==> config.mk <==
export PLATFORM = sky130hd
export DESIGN_NAME = rv_control
export DESIGN_NICKNAME = d
export VERILOG_FILES = /design/src/source/rv_pkg.sv /design/src/source/rv_control.sv
export VERILOG_INCLUDE_DIRS = /design/src /design/src/include
export SDC_FILE = /design/constraint.sdc
export NUM_CORES = 1
export LEC_CHECK = 0
export BUFFER_PORTS_ARGS = -buffer_cell sky130_fd_sc_hd__buf_2
export CORE_MARGIN = 4
export CORE_UTILIZATION = 39
export CTS_BUF_LIST = sky130_fd_sc_hd__clkbuf_8 sky130_fd_sc_hd__clkbuf_16
export DETAILED_ROUTE_END_ITERATION = 10
export PLACE_DENSITY = 0.74
export SLEW_MARGIN = 5
export SYNTH_ARGS = -nofsm -noshare
export SYNTH_HDL_FRONTEND = slang
export SYNTH_SLANG_ARGS = --single-unit
==> constraint.sdc <==
create_clock -name CLK -period 1.15 [get_ports CLK]
set_input_delay 0 -clock CLK [delete_from_list [all_inputs] [get_ports CLK]]
set_output_delay 0 -clock CLK [all_outputs]
set_load 0.01 [all_outputs]
==> src/include/rv_config.svh <==
`ifndef RV_CONFIG_SVH
`define RV_CONFIG_SVH

// Data and address width
`define RV_XLEN 64

// Architectural register file
`define RV_REG_COUNT 32
`define RV_REG_AW 5

// First fetch after reset
`define RV_RESET_PC 64'h0000_0000_0000_0000

// PC step between sequential instructions
`define RV_INSTR_BYTES 4

`endif

==> src/source/rv_pkg.sv <==
`include "rv_config.svh"

package rv_pkg;

   typedef enum logic [6:0] {
      OP     = 7'b0110011,
      OP_IMM = 7'b0010011,
      LOAD   = 7'b0000011,
      STORE  = 7'b0100011,
      BRANCH = 7'b1100011,
      JALR   = 7'b1100111,
      LUI    = 7'b0110111
   } opcode_e;

   typedef enum logic [3:0] {
      ST_RESET, ST_FETCH, ST_FETCH_WAIT, ST_DECODE, ST_EXECUTE, ST_WRITEBACK,
      ST_ADDR, ST_MEM_READ, ST_MEM_WAIT, ST_LOAD_WB, ST_MEM_WRITE, ST_BRANCH,
      ST_JALR_LINK, ST_JALR_JUMP
   } state_e;

   typedef enum logic [1:0] {ALU_ADD, ALU_SUB, ALU_SLT, ALU_PASS_B} alu_op_e;

   // Operand, write-back and PC selects
   localparam logic [1:0] SRC_A_REG    = 2'd0;
   localparam logic [1:0] SRC_A_PC     = 2'd1;
   localparam logic [1:0] SRC_A_ZERO   = 2'd2;
   localparam logic [1:0] SRC_B_REG    = 2'd0;
   localparam logic [1:0] SRC_B_IMM    = 2'd1;
   localparam logic [1:0] SRC_B_FOUR   = 2'd2;
   localparam logic [1:0] SRC_B_BRANCH = 2'd3;
   localparam logic [1:0] WB_ALU       = 2'd0;
   localparam logic [1:0] WB_MDR       = 2'd1;
   localparam logic [1:0] WB_PC        = 2'd2;
   localparam logic       PC_SRC_ALU    = 1'b0;   // Live ALU result
   localparam logic       PC_SRC_TARGET = 1'b1;   // ALU output register

   typedef struct packed {
      logic       ir_load;
      logic       pc_write;
      logic       pc_src;
      logic       ab_load;
      logic       alu_out_load;
      logic       mdr_load;
      logic [1:0] alu_src_a;
      logic [1:0] alu_src_b;
      alu_op_e    alu_op;
      logic       reg_write;
      logic [1:0] wb_src;
      logic       dmem_re;
      logic       dmem_we;
   } ctrl_t;

   typedef struct packed {
      opcode_e    opcode;
      logic [2:0] funct3;
      logic       funct7_b5;
      logic       eq;
      logic       lt;      // Signed compare
   } status_t;

   typedef struct packed {
      logic [`RV_XLEN-1:0] addr;
   } imem_req_t;

   typedef struct packed {
      logic [`RV_XLEN-1:0] addr;
      logic [`RV_XLEN-1:0] wdata;
      logic                re;
      logic                we;
   } dmem_req_t;

endpackage

==> src/source/rv_control.sv <==
`timescale 1ns/10ps

module rv_control (
   input  logic            CLK,
   input  logic            RESET,
   input  rv_pkg::status_t status,
   output rv_pkg::ctrl_t   ctrl
);
   import rv_pkg::*;

   state_e  state;
   state_e  state_next;
   alu_op_e exec_op;
   logic    arith_f3;
   logic    dword_f3;
   logic    taken;

   always_ff @(posedge CLK or posedge RESET)
   begin
      if (RESET)
         state <= ST_RESET;
      else
         state <= state_next;
   end

   assign arith_f3 = (status.funct3 == 3'd0) || (status.funct3 == 3'd2);   // ADD/SUB or SLT
   assign dword_f3 = (status.funct3 == 3'd3);

   always_comb
   begin
      exec_op = ALU_ADD;
      case (status.opcode)
         OP:
         begin
            if (status.funct3 == 3'd2)
               exec_op = ALU_SLT;
            else if (status.funct7_b5)
               exec_op = ALU_SUB;
         end
         OP_IMM:
         begin
            if (status.funct3 == 3'd2)
               exec_op = ALU_SLT;
         end
         LUI:
            exec_op = ALU_PASS_B;
         default:
            exec_op = ALU_ADD;
      endcase
   end

   always_comb
   begin
      case (status.funct3)
         3'd0:    taken = status.eq;    // BEQ
         3'd1:    taken = !status.eq;   // BNE
         3'd4:    taken = status.lt;    // BLT
         3'd5:    taken = !status.lt;   // BGE
         default: taken = 1'b0;
      endcase
   end

   always_comb
   begin
      ctrl = '0;
      ctrl.alu_src_a = SRC_A_ZERO;
      state_next = ST_FETCH;
      case (state)
         ST_RESET:
            state_next = ST_FETCH;
         ST_FETCH:
            state_next = ST_FETCH_WAIT;   // Address out, data next cycle
         ST_FETCH_WAIT:
         begin
            ctrl.ir_load = 1'b1;
            ctrl.pc_write = 1'b1;
            ctrl.pc_src = PC_SRC_ALU;
            ctrl.alu_src_a = SRC_A_PC;
            ctrl.alu_src_b = SRC_B_FOUR;
            state_next = ST_DECODE;
         end
         ST_DECODE:
         begin
            ctrl.ab_load = 1'b1;
            ctrl.alu_out_load = 1'b1;   // Branch target ahead of time
            ctrl.alu_src_a = SRC_A_PC;
            ctrl.alu_src_b = SRC_B_BRANCH;
            case (status.opcode)
               OP, OP_IMM:
                  state_next = arith_f3 ? ST_EXECUTE : ST_FETCH;
               LUI:
                  state_next = ST_EXECUTE;
               LOAD, STORE:
                  state_next = dword_f3 ? ST_ADDR : ST_FETCH;
               BRANCH:
                  state_next = ST_BRANCH;
               JALR:
                  state_next = (status.funct3 == 3'd0) ? ST_JALR_LINK : ST_FETCH;
               default:
                  state_next = ST_FETCH;   // Unknown opcode is a no-op
            endcase
         end
         ST_EXECUTE:
         begin
            ctrl.alu_out_load = 1'b1;
            ctrl.alu_src_a = SRC_A_REG;
            ctrl.alu_src_b = (status.opcode == OP) ? SRC_B_REG : SRC_B_IMM;
            ctrl.alu_op = exec_op;
            state_next = ST_WRITEBACK;
         end
         ST_WRITEBACK:
         begin
            ctrl.reg_write = 1'b1;
            ctrl.wb_src = WB_ALU;
         end
         ST_ADDR:
         begin
            ctrl.alu_out_load = 1'b1;
            ctrl.alu_src_a = SRC_A_REG;
            ctrl.alu_src_b = SRC_B_IMM;
            state_next = (status.opcode == LOAD) ? ST_MEM_READ : ST_MEM_WRITE;
         end
         ST_MEM_READ:
         begin
            ctrl.dmem_re = 1'b1;
            state_next = ST_MEM_WAIT;
         end
         ST_MEM_WAIT:
         begin
            ctrl.mdr_load = 1'b1;
            state_next = ST_LOAD_WB;
         end
         ST_LOAD_WB:
         begin
            ctrl.reg_write = 1'b1;
            ctrl.wb_src = WB_MDR;
         end
         ST_MEM_WRITE:
            ctrl.dmem_we = 1'b1;
         ST_BRANCH:
         begin
            ctrl.alu_src_a = SRC_A_REG;   // rs1 against rs2 for the flags
            ctrl.alu_src_b = SRC_B_REG;
            ctrl.pc_write = taken;
            ctrl.pc_src = PC_SRC_TARGET;
         end
         ST_JALR_LINK:
         begin
            ctrl.reg_write = 1'b1;
            ctrl.wb_src = WB_PC;
            state_next = ST_JALR_JUMP;
         end
         ST_JALR_JUMP:
         begin
            ctrl.alu_src_a = SRC_A_REG;   // A still holds the old rs1
            ctrl.alu_src_b = SRC_B_IMM;
            ctrl.pc_write = 1'b1;
            ctrl.pc_src = PC_SRC_ALU;
         end
         default:
            state_next = ST_FETCH;
      endcase
   end

endmodule

==> results of run 1 <==
cell usage after synthesis, types with 2 or more instances:
cell	instances
nor2_1	8
o31ai_1	2
a21oi_1	4
nand4_1	2
o21ai_1	4
xnor2_1	2
nor3_1	9
inv_1	2
nor2b_1	4
clkbuf_1	4
nand3b_1	3
nand2b_1	3
dfrtp_1	4
nand2_1	11
a221oi_1	2
kinds of logic after synthesis:
kind of cell	count (synthesis)
AND/OR/NAND/NOR	47
XOR/XNOR	2
buffers and inverters	10
flip-flops	4
multiplexers	1
AO/OA/AOI/OAI	24
repair_timing:
| action | in CTS |
|---|---|
| buffers inserted | 8 |
| pin swaps | 7 |
| gates resized for setup | 32 |
| setup endpoints to repair | 21 |
| endpoints found under the hold margin | 4 |
| hold buffers | 1 |
metrics by stage:
step                setup WS (ns)  cell area, um2  cells   util
floorplan                 -0.0342             626     88      -
global placement          -0.0208             958    152  0.693
detailed placement         -0.108             958    152  0.693
CTS                        -0.223            1200    164  0.868
==> out/metrics.yaml, run 1 <==
syn_area_per_cell_um2: 6.91
synth_area_um2: 608
place.gp.congestion: 0.793
yosys_warnings: 0
io_buffers: 31
synth-compound-area-share: 0.298
grt_start_max_net_pins: 16
synth-simple-area-share: 0.409
synthAdderAreaFrac: 0
worstEpCategory: "primary output"
clock_sinks: 4
die_y_um: 47.5
synth_top_area_frac: 0.165
crit_endpoint: "ctrl[7]"
error: "[ERROR DPL-0038] Utilization greater than 100%, impossible to legalize"
syn_inst: 88
cts-htree-levels: 1
rows: 13
synth_xor_area_frac: 0.0288
dpl.hpwl_um: 1580
yosysUniqueCellTypes: 39
synth.ff_latch_count: 4
lastStage: "global routing"
synth_top_family_by_area: "simple AND/OR/NAND/NOR gates"
async_flop_share: 1.00
clk_path_buf_depth: 2
netlist_top_cells_area: "dfrtp_1, nor3_1, nand2_1"
synth.largest_area_cell: "dfrtp_1"
cts-buffers-inserted: 3
start_util: 0.440
yosysSeqAreaShare: 0.165
io_pins: 32
cts_root_buffer: "clkbuf_8"
ys.flop_type: "dfrtp_1"
die_x_um: 47.5
synth_edf_count: 0
syn-num-nets: 103
status: "stopped before the end"
synth.area.mux_share: 0.0165
==> inputs of run 2 (changes only) <==
- CORE_AREA: unset -> 4 4 65 67
- CORE_MARGIN: 4 -> unset
- CORE_UTILIZATION: 39 -> unset
- CTS_BUF_LIST: sky130_fd_sc_hd__clkbuf_8 sky130_fd_sc_hd__clkbuf_16 -> unset
- DIE_AREA: unset -> 0 0 69 71
- PLACE_DENSITY: 0.74 -> unset
- PLACE_DENSITY_LB_ADDON: unset -> 0.15
- clock period: 1.15 -> 1.5 ns (I/O delays scaled with it)
==> run 2 against run 1 <==
Against the previous run:
- the flow now finishes without violations
- synthesized cell count is the same
- area after synthesis is the same
==> out/metrics.yaml, run 2 <==
status: "finished clean"
reg2reg_from: "state[0]"
synth_commonest_cells: "nand2_1, nor3_1, nor2_1"
finalPower_uw: 1200
hold_viol: 0
criticalPathCategory: "register to output pin"
crit_path_cell_trace: "buf_4 -> xnor2_1 -> o311ai_1 -> buf_2"
slew_headroom: 0.748
fin_nets: 141
largest-register: "state"
start_kind: "register"
netlist_top_cells_area: "dfrtp_1, nor3_1, nand2_1"
cp-startpoint: "state[2]"
cp_data_arrival_time_ns: 1.46
drt_pre_antenna_iters: 4
clkLatencyLatePin_ns: 0.22
cts-buffers-inserted: 3
drv_cap: 0
rsz0062_at_grt: "true"
cp.buffers_inverters: 2
dieArea_um2: 4900
clock_sinks: 4
drtIter0Drc: 31
mostFrequentLayoutCells: "buf_2, nand2_1, nor3_1"
async_flop_share: 1.00
final.setup.tns_ns: 0
regArea_um2: 104
synth_top_area_frac: 0.165
yosysUniqueCellTypes: 39
area_delta_synth_final_pct: 51.6
place.gp.congestion: 0.799
largestRegisters: "state (4)"
worstPathMaxFanout: 8
clock.fmax_mhz: 685
synth-simple-area-share: 0.409
clk_path_buf_depth: 2
syn_inst: 88
slew_viol_final: 0
syn-num-nets: 103
die_y_um: 71
worst_pin_slew_ns: 0.368
avgRoutedWirePerCell_um: 12.3
final_cell_area_um2: 922
grt_pass1_wl_um: 3370
synth_area_um2: 608
dpl.hpwl_um: 1650
rows: 22
fin_util: 0.254
avgViaCountPerCell: 4.60
critPathSlowestCell: "dfrtp_1"
endpoint_kind: "output pin"
die_x_um: 69
drcViolationCount: 0
cp_top_family: "flip-flops"
timing.final.crit_share: 0.974
synth_edf_count: 0
rrSetupSlack_ns: 0.21
vias: 791
cts-htree-levels: 1
synth-compound-area-share: 0.298
synth.area.mux_share: 0.0165
core-area_um2: 3630
postRouteAntennaNets: 0
p_leak_uw: 0.000404
ir_drop_mv: 0.227
setup_violations: 0
clk_pin_slew_ns: 0.03
grt_pass1_vias: 747
drive_gt1_frac: 0.419
syn_area_per_cell_um2: 6.91
fin_crit_ns: 1.46
largest_reg_flops: 4
powerDensity_nw_per_um2: 1300
cts_tree: "built"
synth_xor_area_frac: 0.0288
grt-ovfl-total: 0
ys.flop_type: "dfrtp_1"
yosys_warnings: 0
io_buffers: 31
synthAdderAreaFrac: 0
yosysMostFrequentCell: "nand2_1"
holdCritPathClass: "primary input to asynchronous set/reset pin"
final_common_cell: "buf_2"
fin_skew_ns: 0.00572
io_pins: 32
track_usage: 0.0831
drt_wl_total_um: 2110
multi_input_area_um2: 478
grt_start_max_net_pins: 14
max_stage_delay_ns: 0.45
cts_root_buffer: "clkbuf_8"
required_ns: 1.50
yosysSeqAreaShare: 0.165
hold_slack_ns: 0.198
synth.largest_area_cell: "dfrtp_1"
n_antenna_cell: 0
start_util: 0.167
antenna_found_initial: 0
synth_top_family_by_area: "simple AND/OR/NAND/NOR gates"
place_area_um2: 830
synth.ff_latch_count: 4
nFillCells: 425
-- run 2: cell counts after synthesis --
No cell type changed its count.
-- run 2: final timing paths --
kind	end	cells past startpoint
setup / recovery	ctrl[7]	4
hold / removal	state[3]	3
setup reg to reg	state[1]	5
hold reg to reg	state[1]	1
max in group asynchronous	state[1]	3
min in group CLK	state[3]	4
-- run 2: logic make-up after synthesis --
family,after synthesis
DFF,4
buffers and inverters,10
AOI/OAI and AO/OA,24
and+or+nand+nor,47
muxes,1
xor gates and xnor gates,2
-- run 2: metal layers --
metal,GRT usage,wire length (um)
met4,0.0586,58
met1,0.105,996
met2,0.127,901
met5,0,0
met3,0.0142,154
-- run 2: where the power goes --
part | switching (uW) | leakage [uW] | internal [uW] | total [uW]
Combinational | 407 | 0.000336 | 337 | 743
Sequential | 80.3 | 0.0000467 | 145 | 225
Clock | 60.1 | 0.0000216 | 171 | 232
Total | 547 | 0.000404 | 653 | 1200
-- run 2: metrics by stage --
step,std cells,setup slack [ns]
after global placement,166,0.178
after CTS,171,0.0161
final,172,0.0396
after floorplan,88,0.129
after global routing,172,-0.0221
after detailed placement,166,0.215
-- run 2: final cells by class --
cell class	count	share of cell area
clock buffer	3	0.0448
inverter	3	0.0149
multi-input combinational	74	0.518
sequential	4	0.113
tap	48	0.0651
timing repair buffer	40	0.244
-- run 2: what timing repair did --
item | CTS | global route
pin swaps | 0 | 1
endpoints found under the setup margin | 2 | 7
hold buffers | 1 | 0
setup buffers | 1 | 1
hold endpoints to repair | 4 | 0
gates resized for setup | 2 | 7
-- run 2: tightest hold or removal path, delay by kind of cell --
kind | cells | cell delay (ns)
buf+inv | 3 | 0.76
No activity file was read; power rests on OpenSTA's default activity.
